==> config.mk <==
export PLATFORM = sky130hd
export DESIGN_NAME = block_stats_top
export DESIGN_NICKNAME = d
export VERILOG_FILES = /design/src/stat_types_pkg.sv /design/src/stat_ctrl_pkg.sv /design/src/block_stats_top.sv /design/src/lane_energy.sv /design/src/lane_extrema.sv /design/src/lane_sum.sv /design/src/stat_ctrl.sv /design/src/stream_distrib.sv
export SDC_FILE = /design/constraint.sdc
export NUM_CORES = 1
export LEC_CHECK = 0
export BUFFER_PORTS_ARGS = -buffer_cell sky130_fd_sc_hd__clkbuf_2
export CAP_MARGIN = 20
export CORE_MARGIN = 8
export CORE_UTILIZATION = 60
export CTS_CLUSTER_SIZE = 40
export DETAILED_ROUTE_END_ITERATION = 7
export PLACE_DENSITY = 0.86
export SLEW_MARGIN = 20
export SYNTH_ARGS = -nofsm -noshare
export SYNTH_HDL_FRONTEND = slang
export SYNTH_HIERARCHICAL = 1
export SYNTH_SLANG_ARGS = --single-unit
==> constraint.sdc <==
create_clock -name clk -period 9.6 [get_ports clk]
set_clock_uncertainty 0.1 [all_clocks]
set_input_delay 0.48 -clock clk [delete_from_list [all_inputs] [get_ports clk]]
set_output_delay 0.48 -clock clk [all_outputs]
set_load 0.05 [all_outputs]
==> src/stat_types_pkg.sv <==
/*
  block statistics data types
  widths, lane count, sample format and the result record
*/

package stat_types_pkg;

  //////////////////////////////
  // sizes
  //////////////////////////////

  // lanes fed by the distributor: sum, extrema, energy
  localparam int NUM_LANES = 3;
  localparam int SAMPLE_W  = 16;
  // accumulator width, headroom for long blocks
  localparam int ACC_W     = 40;
  // block length field
  localparam int LEN_W     = 10;

  // one signed input sample
  typedef logic signed [SAMPLE_W-1:0] sample_t;

  // statistics over all blocks since the last clear
  typedef struct packed {
    logic signed [ACC_W-1:0] sum;
    sample_t                 min;
    sample_t                 max;
    logic [ACC_W-1:0]        energy;
  } stat_result_t;

endpackage

==> src/stat_ctrl_pkg.sv <==
/*
  block statistics control types
  opcodes, FSM states and the command record
*/

package stat_ctrl_pkg;

  // command opcodes
  typedef enum logic [0:0] {
    OP_CLEAR,
    OP_BLOCK
  } opcode_t;

  // control FSM states
  typedef enum logic [1:0] {
    ST_IDLE,
    ST_RUN,
    ST_DRAIN
  } ctrl_state_t;

  // single-cycle command strobe payload
  typedef struct packed {
    opcode_t                          op;
    logic [stat_types_pkg::LEN_W-1:0] len;
  } ctrl_cmd_t;

endpackage

==> src/block_stats_top.sv <==
/*
  block statistics engine
  control, distributor and the sum, extrema and energy lanes
*/

`timescale 1ns/1ns

module block_stats_top (
  input  logic                         clk,
  input  logic                         rst,
  input  logic                         cmd_valid,
  input  stat_ctrl_pkg::ctrl_cmd_t     cmd,
  input  logic                         in_valid,
  output logic                         in_ready,
  input  stat_types_pkg::sample_t      in_data,
  output logic                         done,
  output stat_types_pkg::stat_result_t result
);

  import stat_types_pkg::*;

  logic                    run;
  logic                    clear;
  logic                    in_fire;
  logic                    pending;
  logic                    busy;
  logic [NUM_LANES-1:0]    lane_valid;
  logic [NUM_LANES-1:0]    lane_ready;
  sample_t                 lane_data;
  logic signed [ACC_W-1:0] sum;
  sample_t                 min;
  sample_t                 max;
  logic [ACC_W-1:0]        energy;

  // input handshake seen by the counter
  assign in_fire = in_valid & in_ready;

  stat_ctrl u_stat_ctrl (
    .clk(clk), .rst(rst), .cmd_valid(cmd_valid), .cmd(cmd), .in_fire(in_fire),
    .pending(pending), .busy(busy), .run(run), .clear(clear), .done(done)
  );

  stream_distrib u_stream_distrib (
    .clk(clk), .rst(rst), .in_valid(in_valid), .run(run), .in_ready(in_ready),
    .in_data(in_data), .lane_valid(lane_valid), .lane_ready(lane_ready),
    .lane_data(lane_data), .pending(pending)
  );

  // lane 0 sum, lane 1 extrema, lane 2 energy
  lane_sum u_lane_sum (
    .clk(clk), .rst(rst), .clear(clear), .valid(lane_valid[0]),
    .ready(lane_ready[0]), .data(lane_data), .sum(sum)
  );

  lane_extrema u_lane_extrema (
    .clk(clk), .rst(rst), .clear(clear), .valid(lane_valid[1]),
    .ready(lane_ready[1]), .data(lane_data), .min(min), .max(max)
  );

  lane_energy u_lane_energy (
    .clk(clk), .rst(rst), .clear(clear), .valid(lane_valid[2]),
    .ready(lane_ready[2]), .busy(busy), .data(lane_data), .energy(energy)
  );

  assign result = '{sum: sum, min: min, max: max, energy: energy};

endmodule

==> src/lane_energy.sv <==
/*
  energy lane
  squares each sample with a shift-add multiplier and
  accumulates the result, stalling while it multiplies
*/

`timescale 1ns/1ns

module lane_energy (
  input  logic                             clk,
  input  logic                             rst,
  input  logic                             clear,
  input  logic                             valid,
  output logic                             ready,
  output logic                             busy,
  input  stat_types_pkg::sample_t          data,
  output logic [stat_types_pkg::ACC_W-1:0] energy
);

  import stat_types_pkg::*;

  // magnitude of the incoming sample, 0x8000 for the most negative
  logic [SAMPLE_W-1:0]         mag;
  // multiplier bits, shifted right each step
  logic [SAMPLE_W-1:0]         mult_a;
  // shifted multiplicand and partial product
  logic [2*SAMPLE_W-1:0]       mcand;
  logic [2*SAMPLE_W-1:0]       prod;
  logic [$clog2(SAMPLE_W)-1:0] step;
  // product ready, add on the next edge
  logic                        add_pend;
  logic                        fire;

  assign mag   = data[SAMPLE_W-1] ? (~data + 1'b1) : data;
  assign ready = ~busy;
  assign fire  = valid & ready;

  //////////////////////////////
  // control and accumulator
  //////////////////////////////

  always_ff @(posedge clk) begin
    if (rst) begin
      busy     <= 1'b0;
      add_pend <= 1'b0;
      step     <= '0;
      energy   <= '0;
    end else begin
      add_pend <= 1'b0;
      // clear only arrives while idle
      if (clear) begin
        energy <= '0;
      end else if (add_pend) begin
        energy <= energy + ACC_W'(prod);
      end
      if (fire) begin
        busy <= 1'b1;
        step <= '0;
      end else if (busy) begin
        step <= step + 1'b1;
        // last multiply step
        if (step == SAMPLE_W - 1) begin
          busy     <= 1'b0;
          add_pend <= 1'b1;
        end
      end
    end
  end

  //////////////////////////////
  // shift-add datapath
  //////////////////////////////

  always_ff @(posedge clk) begin
    if (fire) begin
      mult_a <= mag;
      mcand  <= {{SAMPLE_W{1'b0}}, mag};
      prod   <= '0;
    end else if (busy) begin
      if (mult_a[0]) begin
        prod <= prod + mcand;
      end
      mcand  <= mcand << 1;
      mult_a <= mult_a >> 1;
    end
  end

endmodule

==> src/lane_extrema.sv <==
/*
  extrema lane
  running signed minimum and maximum since the last clear
*/

`timescale 1ns/1ns

module lane_extrema (
  input  logic                    clk,
  input  logic                    rst,
  input  logic                    clear,
  input  logic                    valid,
  output logic                    ready,
  input  stat_types_pkg::sample_t data,
  output stat_types_pkg::sample_t min,
  output stat_types_pkg::sample_t max
);

  import stat_types_pkg::*;

  // starting values, any sample replaces them
  sample_t pos_limit;
  sample_t neg_limit;
  logic    fire;

  assign pos_limit = {1'b0, {(SAMPLE_W-1){1'b1}}};
  assign neg_limit = {1'b1, {(SAMPLE_W-1){1'b0}}};

  // compare is one cycle, always ready
  assign ready = 1'b1;
  assign fire  = valid & ready;

  //////////////////////////////
  // min / max registers
  //////////////////////////////

  always_ff @(posedge clk) begin
    if (rst || clear) begin
      min <= pos_limit;
      max <= neg_limit;
    end else if (fire) begin
      // signed compare, both may change on the first sample
      if (data < min) begin
        min <= data;
      end
      if (data > max) begin
        max <= data;
      end
    end
  end

endmodule

==> src/lane_sum.sv <==
/*
  sum lane
  signed running sum of all samples since the last clear
*/

`timescale 1ns/1ns

module lane_sum (
  input  logic                                  clk,
  input  logic                                  rst,
  input  logic                                  clear,
  input  logic                                  valid,
  output logic                                  ready,
  input  stat_types_pkg::sample_t               data,
  output logic signed [stat_types_pkg::ACC_W-1:0] sum
);

  import stat_types_pkg::*;

  // sign-extended sample
  logic signed [ACC_W-1:0] data_ext;
  logic                    fire;

  // single-cycle add, never stalls
  assign ready = 1'b1;
  assign fire  = valid & ready;

  assign data_ext = {{(ACC_W-SAMPLE_W){data[SAMPLE_W-1]}}, data};

  //////////////////////////////
  // accumulator
  //////////////////////////////

  always_ff @(posedge clk) begin
    if (rst) begin
      sum <= '0;
    end else if (clear) begin
      sum <= '0;
    end else if (fire) begin
      // update on the handshake edge
      sum <= sum + data_ext;
    end
  end

endmodule

==> src/stat_ctrl.sv <==
/*
  statistics control
  decodes commands, counts accepted samples, waits for the
  lanes to drain and pulses done at the end of a block
*/

`timescale 1ns/1ns

module stat_ctrl (
  input  logic                     clk,
  input  logic                     rst,
  input  logic                     cmd_valid,
  input  stat_ctrl_pkg::ctrl_cmd_t cmd,
  input  logic                     in_fire,
  input  logic                     pending,
  input  logic                     busy,
  output logic                     run,
  output logic                     clear,
  output logic                     done
);

  import stat_types_pkg::*;
  import stat_ctrl_pkg::*;

  ctrl_state_t      state;
  // samples still to accept in this block
  logic [LEN_W-1:0] remaining;

  // stream only flows in ST_RUN
  assign run = (state == ST_RUN);

  //////////////////////////////
  // FSM
  //////////////////////////////

  always_ff @(posedge clk) begin
    if (rst) begin
      state     <= ST_IDLE;
      remaining <= '0;
      clear     <= 1'b0;
      done      <= 1'b0;
    end else begin
      // single-cycle pulses
      clear <= 1'b0;
      done  <= 1'b0;
      case (state)
        ST_IDLE: begin
          // commands only honored here
          if (cmd_valid) begin
            case (cmd.op)
              OP_CLEAR: begin
                clear <= 1'b1;
              end
              OP_BLOCK: begin
                if (cmd.len == '0) begin
                  // empty block, finish at once
                  done <= 1'b1;
                end else begin
                  remaining <= cmd.len;
                  state     <= ST_RUN;
                end
              end
              default: begin
              end
            endcase
          end
        end
        ST_RUN: begin
          if (in_fire) begin
            remaining <= remaining - 1'b1;
            // last sample accepted
            if (remaining == 1) begin
              state <= ST_DRAIN;
            end
          end
        end
        ST_DRAIN: begin
          // lanes idle and nothing in flight
          if (!pending && !busy) begin
            done  <= 1'b1;
            state <= ST_IDLE;
          end
        end
        default: begin
          state <= ST_IDLE;
        end
      endcase
    end
  end

endmodule

==> src/stream_distrib.sv <==
/*
  stream distributor
  copies each accepted sample to every statistic lane and takes
  the next sample only once all lanes have taken the current one
*/

`timescale 1ns/1ns

module stream_distrib (
  input  logic                                 clk,
  input  logic                                 rst,
  // upstream sample port
  input  logic                                 in_valid,
  input  logic                                 run,
  output logic                                 in_ready,
  input  stat_types_pkg::sample_t              in_data,
  // lane side
  output logic [stat_types_pkg::NUM_LANES-1:0] lane_valid,
  input  logic [stat_types_pkg::NUM_LANES-1:0] lane_ready,
  output stat_types_pkg::sample_t              lane_data,
  output logic                                 pending
);

  import stat_types_pkg::*;

  // lanes that already took the current sample
  logic [NUM_LANES-1:0] done_mask;
  // per-lane handshake this cycle
  logic [NUM_LANES-1:0] lane_fire;
  logic [NUM_LANES-1:0] done_next;
  logic                 in_fire;

  //////////////////////////////
  // handshakes
  //////////////////////////////

  assign lane_fire = lane_valid & lane_ready;
  // lanes completing this cycle count as done
  assign done_next = done_mask | lane_fire;

  // accept only while running and with every lane free
  assign in_ready = run & (&done_next);
  assign in_fire  = in_valid & in_ready;

  //////////////////////////////
  // done mask
  //////////////////////////////

  // all ones when idle, so nothing outstanding after reset
  always_ff @(posedge clk) begin
    if (rst) begin
      done_mask <= '1;
    end else if (in_fire) begin
      // new sample, every lane owes a handshake
      done_mask <= '0;
    end else begin
      done_mask <= done_next;
    end
  end

  // a lane stays valid until it has taken the sample
  assign lane_valid = ~done_mask;
  assign pending    = |lane_valid;

  // sample register, loaded once per accepted input
  always_ff @(posedge clk) begin
    if (in_fire) begin
      lane_data <= in_data;
    end
  end

endmodule

Word level (Yosys, flattened, before mapping)
Cells that the tools add are included.
{ "word_totals": {"output_inout_bits": 114, "n_memories": 0, "wordCells": 92, "ram_bits": 0, "input_bits": 31, "regBits": 231, "romBits": 0, "latchBits": 0} }
{ "op_classes": {"n_mux": 28, "n_div": 0, "n_reduce_logical": 19, "magnitude_cmp": 2, "n_eq_ne": 10, "shifts": 0, "mul": 0, "bitwise_logic": 10, "addsub": 6} }
{ "op_table": {"columns": ["op", "count"], "rows": [
  ["2-to-1 mux 16 bit", 5],
  ["adder 40 x 16 -> 40 bit", 1],
  ["adder 40 x 32 -> 40 bit", 1],
  ["2-to-1 mux 10 bit", 4],
  ["adder 32 bit", 1],
  ["one-hot mux 10 bit (2 select lines)", 1],
  ["adder 16 x 1 -> 16 bit, second input constant", 1],
  ["> comparator 16 bit", 1],
  ["< comparator 16 bit", 1],
  ["inverter 16 bit", 1],
  ["2-to-1 mux 2 bit", 6],
  ["equality test 10 x 1 -> 1 bit, second input constant", 1],
  ["zero test 10 bit", 1],
  ["inequality test 2 bit, second input constant", 5],
  ["subtractor 10 x 1 -> 10 bit, second input constant", 1],
  ["2-to-1 mux 1 bit", 9],
  ["OR reduction 3 bit", 3],
  ["one-hot mux 2 bit (3 select lines)", 1],
  ["AND reduction 2 bit", 3],
  ["AND reduction 6 bit", 1],
  ["AND reduction 5 bit", 1],
  ["adder 4 x 1 -> 4 bit, second input constant", 1],
  ["equality test 4 bit, second input constant", 1],
  ["nonzero test 2 bit", 2],
  ["other kinds (16)", 22]
]} }

Depth between registers and ports, before layout
Gate-level depths: netlist of the first run.
{ "depth": {"word_depth": 8, "mapped_depth": 12} }

Hierarchy
The synthesis of the first run kept the hierarchy.
{ "by_module_without_submodules": {"columns": ["mod", "seq_area_each_um2", "cells_each", "area_each_um2", "n_inst"], "rows": [
  ["lane_energy", 2842.7, 956, 8064.0, 1],
  ["lane_sum", 800.8, 455, 3636.0, 1],
  ["lane_extrema", 640.6, 311, 2570.0, 1],
  ["stat_ctrl", 280.3, 120, 972.2, 1],
  ["stream_distrib", 540.5, 34, 646.9, 1],
  ["block_stats_top", 0.0, 1, 6.3, 1]
]} }

Worst setup path before layout of the first run
Ideal clock, no wire load.
{ "synth_timing": {"kind": "reg-to-reg", "start": "register u_stream_distrib.lane_data[15]", "end": "register u_lane_sum/sum[36] (netlist name)", "stages_incl_launch_ff": 12, "arrival_ns": 2.877, "setup_ns": 0.130, "slack_ns": 6.493, "path_cell_list": "edfxtp_1 > ha_1 > buf_2 > a21o_1 > o21bai_1 > a221o_1 > a221oi_1 > o21ai_0 > a21oi_1 > a21oi_1 > xnor2_1 > a21oi_1"} }
{ "synth_between": {"elab_chain_cells": 1} }
{ "synth_lines": {"columns": ["item", "line_no", "rtl"], "rows": [
  ["start: declaration", "stream_distrib.sv:20", "output stat_types_pkg::sample_t lane_data,"],
  ["start signal: assignment", "stream_distrib.sv:68", "lane_data <= in_data;"],
  ["adder 40 x 16 -> 40 bit", "lane_sum.sv:41", "sum <= sum + data_ext;"],
  ["end signal: assignment", "lane_sum.sv:41", null],
  ["end: declaration", "lane_sum.sv:15", "output logic signed [stat_types_pkg::ACC_W-1:0] sum"]
]} }
Every way passes these cells.
A chain may end at the register's enable or synchronous reset.

Worst setup path in the final report of the first run
{ "layout_timing": {"start": "register u_stream_distrib.lane_data[15]", "end": "register u_lane_extrema.max[8]"} }
{ "layout_between": {"elab_chain_cells": 2} }
{ "layout_lines": {"columns": ["item", "line_no", "rtl"], "rows": [
  ["> comparator 16 bit", "lane_extrema.sv:46", "if (data > max) begin"],
  ["AND reduction 2 bit (no source line)", null, null],
  ["end signal: assignment", "lane_extrema.sv:40", "max <= neg_limit;"],
  ["end signal: assignment", "lane_extrema.sv:47", "max <= data;"],
  ["end: declaration", "lane_extrema.sv:16", "output stat_types_pkg::sample_t max"]
]} }
Every way passes these cells.

==> results.py, run 1 <==
metrics = {
    "cts": {
        "cts_tree": "yes",
        "cts-root-buf": "clkbuf_16",
        "cts_made_buffers": 27,
        "cts_max_level": 1,
        "clk_pin_slew_ps": 60,
        "clk_latency_ps": 540,
        "cts_resized": 0,
        "hold_buffers": 4,
        "cts.sinks": 231,
        "postCtsSetupBuffers": 0,
        "clock_path_buffers": 3,
    },
    "global_route": {
        "grt_antenna_before_repair": 1,
        "grt_usage_pct": 25.07,
        "grt_pass1_vias": 13820,
        "grt_pass1_wl_um": 67150,
        "grt_start_max_net_pins": 54,
        "grt_overflow": 0,
    },
    "sta": {
        "period_share_pct": 35.22,
        "whs_ps": 13.58,
        "hold_violations": 0,
        "rsz0062_at_grt": "false",
        "worstMarginPinSlew_ps": 986.0,
        "maxSlewHeadroom_pct": 33.96,
        "drv_slew": 0,
        "period_minus_slack_ps": 3381,
        "fin_setup_tns_ps": 0,
        "setup_slack_ps": 6219,
        "fmax_ghz": 0.2957,
        "setup_viol": 0,
    },
    "floorplanning": {
        "die_area_um2": 31960,
        "rows": 59,
        "floorplan.core_area_um2": 26060,
        "initial_core_util_pct": 61.00,
        "ioPinCount": 145,
        "die_w_um": 178.8,
        "dieHeight_um": 178.8,
    },
    "detailed_routing": {
        "wire_per_inst_um": 17.83,
        "via_count": 14560,
        "via_per_inst": 6.246,
        "ant_nets": 0,
        "drt-total-wl_um": 41570,
        "drt_iter0_drc": 1431,
        "route.detailed.drc": 0,
        "dr.pass1.iters": 6,
    },
    "cells_and_area": {
        "drive_gt1_share_pct": 13.33,
        "most-common-layout-cells": "nand2_1, dfxtp_1, a21oi_1",
        "layout_commonest_cell": "nand2_1",
        "final-instance-count-excl-fill": 2331,
        "layout.nets": 2145,
        "fillers": 2042,
        "area_growth_pct": 11.02,
    },
    "yosys": {
        "syn_area_per_cell_um2": 8.468,
        "synth_top_flop_cell": "dfxtp_1",
        "ys_types": 98,
        "yosys-top-cells-area": "dfxtp_1, ha_1, edfxtp_1",
        "yosysSeqAreaShare_pct": 32.12,
        "synthArstFlopShare_pct": 0,
        "synth-seq-cells": 231,
        "synth_warnings": 6,
        "syn-instance-count": 1877,
        "post-synth-top-area-fraction_pct": 23.05,
        "synthesis.area_um2": 15900,
        "synth_area_leader_cell": "dfxtp_1",
        "synthesis.nets": 2048,
        "synth-edff-count": 48,
    },
    "worst_setup_path": {
        "crit_fanout": 19,
        "cp_data_arrival_time_ps": 3670,
        "r2r_start": "u_stream_distrib/lane_data[15]",
        "end_kind": "register",
        "rrSetupSlack_ps": 6220,
        "cp.required_ps": 9880,
        "rr_endpoint": "u_lane_extrema/max[8]",
        "reg2reg_depth": 8,
        "crit_end": "u_lane_extrema/max[8]",
        "startpoint_type": "register",
        "cp-startpoint": "u_stream_distrib/lane_data[15]",
        "criticalPathCategory": "reg2reg",
    },
    "pwr": {
        "internal_power_uw": 1926,
        "pwr_density_cell_nw_per_um2": 157.0,
        "leakage_uw": 0.007733,
        "switchingPower_uw": 844.5,
        "switching_share_pct": 30.48,
        "power_frac_comb_pct": 21.4,
        "clkPwrFrac_pct": 38.7,
        "power_frac_seq_pct": 39.9,
        "vdd_drop_max_uv": 156.2,
    },
    "run": {
        "drv_cap": 0,
    },
    "placement": {
        "place.gp.congestion": 0.9504,
        "dp.cells": 2276,
        "dpl.hpwl_um": 29990,
        "port_buffers": 144,
        "dpl_worst_slack_ps": 6305,
    },
    "hold_path": {
        "hold_path.class": "in2reg",
    },
    "outcome": {
        "status": "finished, final reports clean",
    },
}
==> worst min path at each step <==
stage	endpoint	depth (start not counted)	from
6_report	u_stream_distrib/lane_data[1]	1	in_data[1]
5_1_grt	u_stream_distrib/lane_data[1]	1	in_data[1]
4_1_cts	u_stream_distrib/lane_data[10]	1	in_data[10]
3_5_place_dp	u_lane_energy/prod[25]	2	u_lane_energy/prod[25]
3_3_place_gp	u_lane_extrema/min[15]	2	u_lane_extrema/min[15]
2_1_floorplan	u_lane_energy/prod[31]	1	u_lane_energy/prod[31]
==> sequential cells by signal, summed over array words and instances, names as in the netlist <==
| name | cells |
|---|---|
| u_lane_energy/energy | 40 |
| u_lane_sum/sum | 40 |
| u_lane_energy/mcand | 32 |
| u_lane_energy/prod | 32 |
| u_lane_energy/mult_a | 16 |
| u_lane_extrema/max | 16 |
| u_lane_extrema/min | 16 |
| u_stream_distrib/lane_data | 16 |
| u_stat_ctrl/remaining | 10 |
| u_lane_energy/step | 4 |
| u_stream_distrib/done_mask | 3 |
| u_stat_ctrl/state | 2 |
| u_lane_energy/add_pend | 1 |
| u_lane_energy/busy | 1 |
| u_stat_ctrl/clear | 1 |
| u_stat_ctrl/done | 1 |
==> critical path, cell delays in order (launching register included) <==
cell and delay [ps]:
edfxtp_1 400, ha_1 710, nand4_4 190, o41a_1 790
o41ai_4 270, buf_4 360, nor3_1 80, a21oi_1 200
a31oi_1 120
==> stage by stage <==
| step | power [uW] | util, % | instance area, um^2 |
|---|---|---|---|
| after floorplan | 1581 | - | 15900 |
| after global placement | 1681 | 64.02 | 16680 |
| after detailed placement | 1701 | 64.02 | 16680 |
| after CTS | 2775 | 67.71 | 17640 |
| after global routing | 2890 | 67.71 | 17640 |
| final | 2770 | 67.72 | 17650 |
==> metal layers <==
layer | GRT usage [%] | routed length [um]
met3 | 4.549 | 3449
met2 | 41.41 | 18860
met4 | 8.095 | 1159
met1 | 32.70 | 18100
met5 | 0 | 0
==> power by group through the flow <==
stage               clock, uW  combinational, uW  sequential [uW]
global route             1120                655             1110
CTS                      1090                584             1100
finish                   1070                592             1110
floorplan                   0                454             1130
global placement            0                558             1120
detailed placement          0                576             1120
==> layout make-up <==
| type | count | area (um^2) | area share [%] |
|---|---|---|---|
| flip-flops and latches | 231 | 5106 | 28.94 |
| clock inverters | 20 | 234.0 | 1.326 |
| multi-input cells | 1483 | 10080 | 57.13 |
| clock buffers | 30 | 686.9 | 3.893 |
| inverters | 71 | 266.5 | 1.510 |
| diodes | 1 | 2.502 | 0.01418 |
| well taps | 335 | 419.2 | 2.375 |
| repair buffers | 160 | 850.8 | 4.821 |
==> Yosys cell counts (30+ instances only) <==
cell type	n
nor2_1	168
ha_1	137
clkbuf_1	58
mux2i_1	69
xnor2_1	65
a21oi_1	173
nor3_1	36
xor2_1	41
a21o_1	58
nand4_1	30
nand3_1	37
dfxtp_1	183
nand2_1	217
inv_1	69
edfxtp_1	48
o21ai_0	104
==> cell families after synthesis <==
logic type / count (synthesis) / share of synthesized area (%)
simple gates: 616 / 18.61
compound gates: 550 / 23.30
flops: 231 / 32.12
buf+inv: 163 / 4.581
fa+ha+maj: 140 / 11.16
xor+xnor: 106 / 5.841
mux: 69 / 4.345
other cells: 2 / 0.04725
(Power assumes the default switching activity.)
==> run 2, diff against run 1 <==
==> constraint.sdc (replaced) <==
create_clock -name clk -period 3.3 [get_ports clk]
set_clock_uncertainty 0.1 [all_clocks]
set_input_delay 0.165 -clock clk [delete_from_list [all_inputs] [get_ports clk]]
set_output_delay 0.165 -clock clk [all_outputs]
set_load 0.05 [all_outputs]
==> run 2 against run 1 <==
Compared with the run above: critical endpoint is now u_lane_sum/sum[38]; final area increased by 2.7%; flip-flop and latch count unchanged; first-iteration DRC count increased by 8.1%; largest cell class unchanged; count of clock-buffer cells in the layout increased by 7; setup slack got worse by 6000 ps; routed wire length increased by 3.9%; combinational power increased to 3.1 times the previous value.
==> results.py, run 2 (synthesis gave the netlist of run 1 again) <==
metrics = {
    "outcome": {
        "status": "finished, final reports clean",
    },
    "global_route": {
        "grt_overflow": 0,
        "grt_pass1_wl_um": 70590,
        "grt_pass1_vias": 14460,
        "grt_antenna_before_repair": 1,
        "grt_start_max_net_pins": 48,
        "grt_usage_pct": 26.38,
    },
    "sta": {
        "period_share_pct": 94.25,
        "fin_setup_tns_ps": 0,
        "setup_viol": 0,
        "fmax_ghz": 0.3215,
        "hold_violations": 0,
        "whs_ps": 26.45,
        "worstMarginPinSlew_ps": 986.8,
        "period_minus_slack_ps": 3110,
        "maxSlewHeadroom_pct": 34.22,
        "drv_slew": 0,
        "rsz0062_at_grt": "false",
    },
    "floorplanning": {
        "die_area_um2": 31960,
        "floorplan.core_area_um2": 26060,
        "initial_core_util_pct": 61.00,
        "ioPinCount": 145,
        "die_w_um": 178.8,
        "rows": 59,
        "dieHeight_um": 178.8,
    },
    "worst_setup_path": {
        "critPathMostFrequentCell": "o21ai_1",
        "max_stage_delay_ps": 460,
        "reg2reg_depth": 11,
        "cp_data_arrival_time_ps": 3430,
        "startpoint_type": "register",
        "rr_endpoint": "u_lane_sum/sum[38]",
        "cp.required_ps": 3620,
        "path_delay_family": "compound AO/OA/AOI/OAI gates",
        "crit_slowest_cell": "fa_1",
        "end_kind": "register",
        "r2r_start": "u_stream_distrib/lane_data[0]",
        "crit_fanout": 4,
        "cp-startpoint": "u_stream_distrib/lane_data[0]",
        "rrSetupSlack_ps": 190,
        "worstPathCellList": "ha_1, fa_1, a21o_1, a221oi_4, nor4_1, o21ai_0, a21oi_1, o221ai_1, o21ai_1, xnor2_1, o21ai_1",
        "cp_num_buf_inv": 0,
        "criticalPathCategory": "reg2reg",
    },
    "detailed_routing": {
        "drt_iter0_drc": 1547,
        "via_per_inst": 6.244,
        "via_count": 14920,
        "drt-total-wl_um": 43180,
        "wire_per_inst_um": 18.07,
        "route.detailed.drc": 0,
        "dr.pass1.iters": 6,
        "ant_nets": 0,
    },
    "hold_path": {
        "worstHoldStart": "rst",
        "hold_end": "u_lane_energy/step[1]",
        "worstHoldPathCells": 3,
        "hold_path.class": "in2reg",
    },
    "cts": {
        "clk_latency_ps": 540,
        "cts_made_buffers": 26,
        "clock_path_buffers": 3,
        "cts.sinks": 231,
        "cts-root-buf": "clkbuf_16",
        "cts_max_level": 1,
        "cts_tree": "yes",
        "clk_pin_slew_ps": 60,
        "postCtsSetupBuffers": 0,
    },
    "pwr": {
        "pwr_density_cell_nw_per_um2": 435.5,
        "leakage_uw": 0.008009,
        "vdd_drop_max_uv": 513.6,
    },
    "cells_and_area": {
        "layout_commonest_cell": "nand2_1",
        "final-instance-count-excl-fill": 2389,
        "area_growth_pct": 14.01,
        "drive_gt1_share_pct": 14.57,
        "reg.largest.list": "u_lane_energy/energy (40), u_lane_sum/sum (40)",
        "layout.nets": 2203,
        "most-common-layout-cells": "nand2_1, dfxtp_1, a21oi_1",
        "fin_util_pct": 69.54,
    },
    "placement": {
        "port_buffers": 144,
        "dp.cells": 2309,
        "place.gp.congestion": 0.9430,
        "dpl.hpwl_um": 30980,
    },
    "run": {
        "drv_cap": 0,
    },
}
run 2: final cells by class:
class	count	area, um^2
well taps	335	419.2
clock buffers	37	763.2
multi-input cells	1483	10110
fillers	1983	7936
clock inverters	11	92.59
repair buffers	219	1359
diodes	2	5.005
flip-flops and latches	231	5106
inverters	71	266.5
run 2: worst max-delay path by stage:
| stage | end | slack, ps | depth (start not counted) |
|---|---|---|---|
| floorplan | u_lane_sum/sum[36] | 190 | 11 |
| global placement | u_lane_energy/prod[30] | 320 | 11 |
| detailed placement | u_lane_energy/prod[30] | 240 | 11 |
| CTS | u_lane_sum/sum[38] | 170 | 11 |
| global route | u_lane_energy/prod[29] | 6 | 10 |
| finish | u_lane_sum/sum[38] | 190 | 11 |
run 2: where the power goes:
part	switching [uW]	total, uW	internal (uW)
Sequential	169	3210	3040
Combinational	1100	1810	711
Clock	1190	2870	1690
Total	2450	7890	5440
run 2: metal layers:
metal	GRT usage (%)	share of wire (%)	up-vias
li1	-	-	7144
met1	33.97	43	6946
met2	43.42	45	702
met3	4.971	8.8	123
met4	9.680	3.4	2
met5	0	0.021	-
run 2: repair_timing:
| action | in CTS | in global routing |
|---|---|---|
| resized for setup | 0 | 3 |
| hold buffers | 30 | 0 |
| hold endpoints to repair | 31 | 0 |
| setup endpoints to repair | 0 | 4 |
run 2: worst min-delay path, stage by stage:
cell and delay [ps]:
clkbuf_2 100, buf_4 240, nor2_1 130
run 2: metrics by stage:
step / total power, uW / setup WS (ps) / instance area, um^2
finish: 7893 / 189.8 / 18120
global route: 8237 / 5.562 / 18120
CTS: 7882 / 170.6 / 18090
detailed placement: 4991 / 244.1 / 16930
global placement: 4919 / 320.4 / 16930
floorplan: 4600 / 192.8 / 15900
==> run 3, diff against run 2 <==
--- a/config.mk
+++ b/config.mk
@@ -8,10 +8,10 @@
 export BUFFER_PORTS_ARGS = -buffer_cell sky130_fd_sc_hd__clkbuf_2
 export CAP_MARGIN = 20
 export CORE_MARGIN = 8
-export CORE_UTILIZATION = 60
+export CORE_UTILIZATION = 61
 export CTS_CLUSTER_SIZE = 40
 export DETAILED_ROUTE_END_ITERATION = 7
-export PLACE_DENSITY = 0.86
+export PLACE_DENSITY = 0.88
 export SLEW_MARGIN = 20
 export SYNTH_ARGS = -nofsm -noshare
 export SYNTH_HDL_FRONTEND = slang
==> run 3 against run 2 <==
Compared with the run above: non-clock buffer count unchanged; largest power group unchanged; utilization rose by 0.64 points; combinational power is essentially flat; hold slack better by 6.7 ps.
==> results.py, run 3 (synthesis gave the netlist of run 1 again) <==
metrics = {
    "global_route": {
        "grt_usage_pct": 26.64,
        "grt_pass1_vias": 14440,
        "grt_overflow": 0,
        "grt_pass1_wl_um": 70730,
        "grt_start_max_net_pins": 48,
        "grt_antenna_before_repair": 0,
    },
    "hold_path": {
        "worstHoldStart": "rst",
        "worstHoldPathCells": 3,
        "hold_path.class": "in2reg",
        "hold_end": "u_lane_energy/step[0]",
    },
    "worst_setup_path": {
        "crit_fanout": 4,
        "startpoint_type": "register",
        "criticalPathCategory": "reg2reg",
        "cp.required_ps": 3620,
        "r2r_start": "u_lane_energy/mcand[0]",
        "rrSetupSlack_ps": 150,
        "reg2reg_depth": 11,
        "rr_endpoint": "u_lane_energy/prod[30]",
        "end_kind": "register",
        "cp_data_arrival_time_ps": 3480,
    },
    "sta": {
        "hold_violations": 0,
        "rsz0062_at_grt": "false",
        "fmax_ghz": 0.3172,
        "worstMarginPinSlew_ps": 917.3,
        "setup_slack_ps": 147.4,
        "fin_setup_tns_ps": 0,
        "drv_slew": 0,
        "period_minus_slack_ps": 3153,
        "maxSlewHeadroom_pct": 38.85,
        "period_share_pct": 95.53,
        "setup_viol": 0,
    },
    "pwr": {
        "switching_share_pct": 31.23,
        "power_frac_seq_pct": 40.6,
        "internal_power_uw": 5431,
        "switchingPower_uw": 2467,
        "pwr_density_cell_nw_per_um2": 435.5,
        "power_frac_comb_pct": 23.0,
        "clkPwrFrac_pct": 36.4,
        "leakage_uw": 0.007987,
        "vdd_drop_max_uv": 489.2,
    },
    "cts": {
        "cts_made_buffers": 27,
        "cts-root-buf": "clkbuf_16",
        "cts_max_level": 1,
        "cts.sinks": 231,
        "clk_pin_slew_ps": 60,
        "clock_path_buffers": 3,
        "clk_latency_ps": 540,
        "cts_tree": "yes",
    },
    "floorplanning": {
        "die_w_um": 177.4,
        "initial_core_util_pct": 61.52,
        "die_area_um2": 31480,
        "dieHeight_um": 177.4,
        "rows": 59,
        "floorplan.core_area_um2": 25840,
        "ioPinCount": 145,
    },
    "placement": {
        "dpl.hpwl_um": 31460,
        "port_buffers": 144,
        "dp.cells": 2308,
        "dpl_worst_slack_ps": 164.8,
        "place.gp.congestion": 0.9532,
    },
    "cells_and_area": {
        "drive_gt1_share_pct": 14.52,
        "layout.nets": 2204,
        "n_antenna_cell": 0,
        "layout_commonest_cell": "nand2_1",
        "reg.largest.list": "u_lane_energy/energy (40), u_lane_sum/sum (40)",
        "area_growth_pct": 14.09,
        "final-instance-count-excl-fill": 2388,
        "most-common-layout-cells": "nand2_1, dfxtp_1, a21oi_1",
    },
    "detailed_routing": {
        "drt-total-wl_um": 44370,
        "dr.pass1.iters": 6,
        "via_per_inst": 6.347,
        "ant_nets": 0,
        "route.detailed.drc": 0,
        "drt_iter0_drc": 1675,
        "wire_per_inst_um": 18.58,
        "via_count": 15160,
    },
    "run": {
        "drv_cap": 0,
    },
    "outcome": {
        "status": "finished, final reports clean",
    },
}
==> run 3: power by group through the flow <==
| stage | sequential, uW | clock (uW) | combinational, uW |
|---|---|---|---|
| global route | 3220 | 3030 | 1980 |
| detailed placement | 3260 | 0 | 1720 |
| CTS | 3200 | 2900 | 1770 |
| floorplan | 3280 | 0 | 1320 |
| finish | 3210 | 2870 | 1820 |
| global placement | 3250 | 0 | 1660 |
==> run 3: final cells by class <==
cell class | count | area, um^2
multi-input combinational | 1483 | 10110
fill | 1946 | 7702
sequential | 231 | 5106
timing repair buffer | 219 | 1384
clock buffer | 31 | 700.7
tap | 335 | 419.2
inverter | 71 | 266.5
clock inverter | 18 | 147.6
==> run 3: critical path, cell delays in order (launching register included) <==
cell	delay, ps
edfxtp_1	410
ha_1	250
fa_1	430
a211o_1	310
nand2_1	90
a21oi_2	100
a2111oi_4	370
nor3_1	140
o21bai_2	190
a21oi_1	100
or3_1	310
a32o_1	260
==> run 3: what timing repair did <==
action / 4_1_cts / 5_1_grt
hold buffers: 30 / 0
setup buffers: 0 / 1
endpoints found under the hold margin: 31 / 0
resized for setup: 0 / 5
setup endpoints to repair: 0 / 4
==> run 3: worst max path at each step <==
stage | startpoint | to | cells after the start
after floorplan | u_stream_distrib/lane_data[15] | u_lane_sum/sum[36] | 11
after global placement | u_stream_distrib/lane_data[1] | u_lane_sum/sum[33] | 10
after detailed placement | u_lane_energy/prod[1] | u_lane_energy/energy[31] | 10
after CTS | u_lane_energy/energy[6] | u_lane_energy/energy[31] | 10
after global routing | u_stream_distrib/lane_data[0] | u_lane_sum/sum[38] | 11
final | u_lane_energy/mcand[0] | u_lane_energy/prod[30] | 11
==> run 3: stage by stage <==
step                hold WS, ps  util (%)  area, um^2  total power (uW)
floorplan                 137.4         -       15900              4600
global placement          242.1     65.55       16940              4914
detailed placement        243.6     65.55       16940              4980
CTS                       10.18     70.00       18080              7870
global route              46.22     70.19       18130              8229
finish                    33.14     70.19       18130              7897
==> run 3: per-layer routing <==
metal,vias to the layer above,part of all wire [%],wire length (um),GRT usage [%]
met3,121,9.5,4229,5.191
met1,7045,41,18330,34.09
met5,-,0,0,0
met4,0,3.1,1374,9.274
met2,860,46,20440,44.21
li1,7130,-,-,-
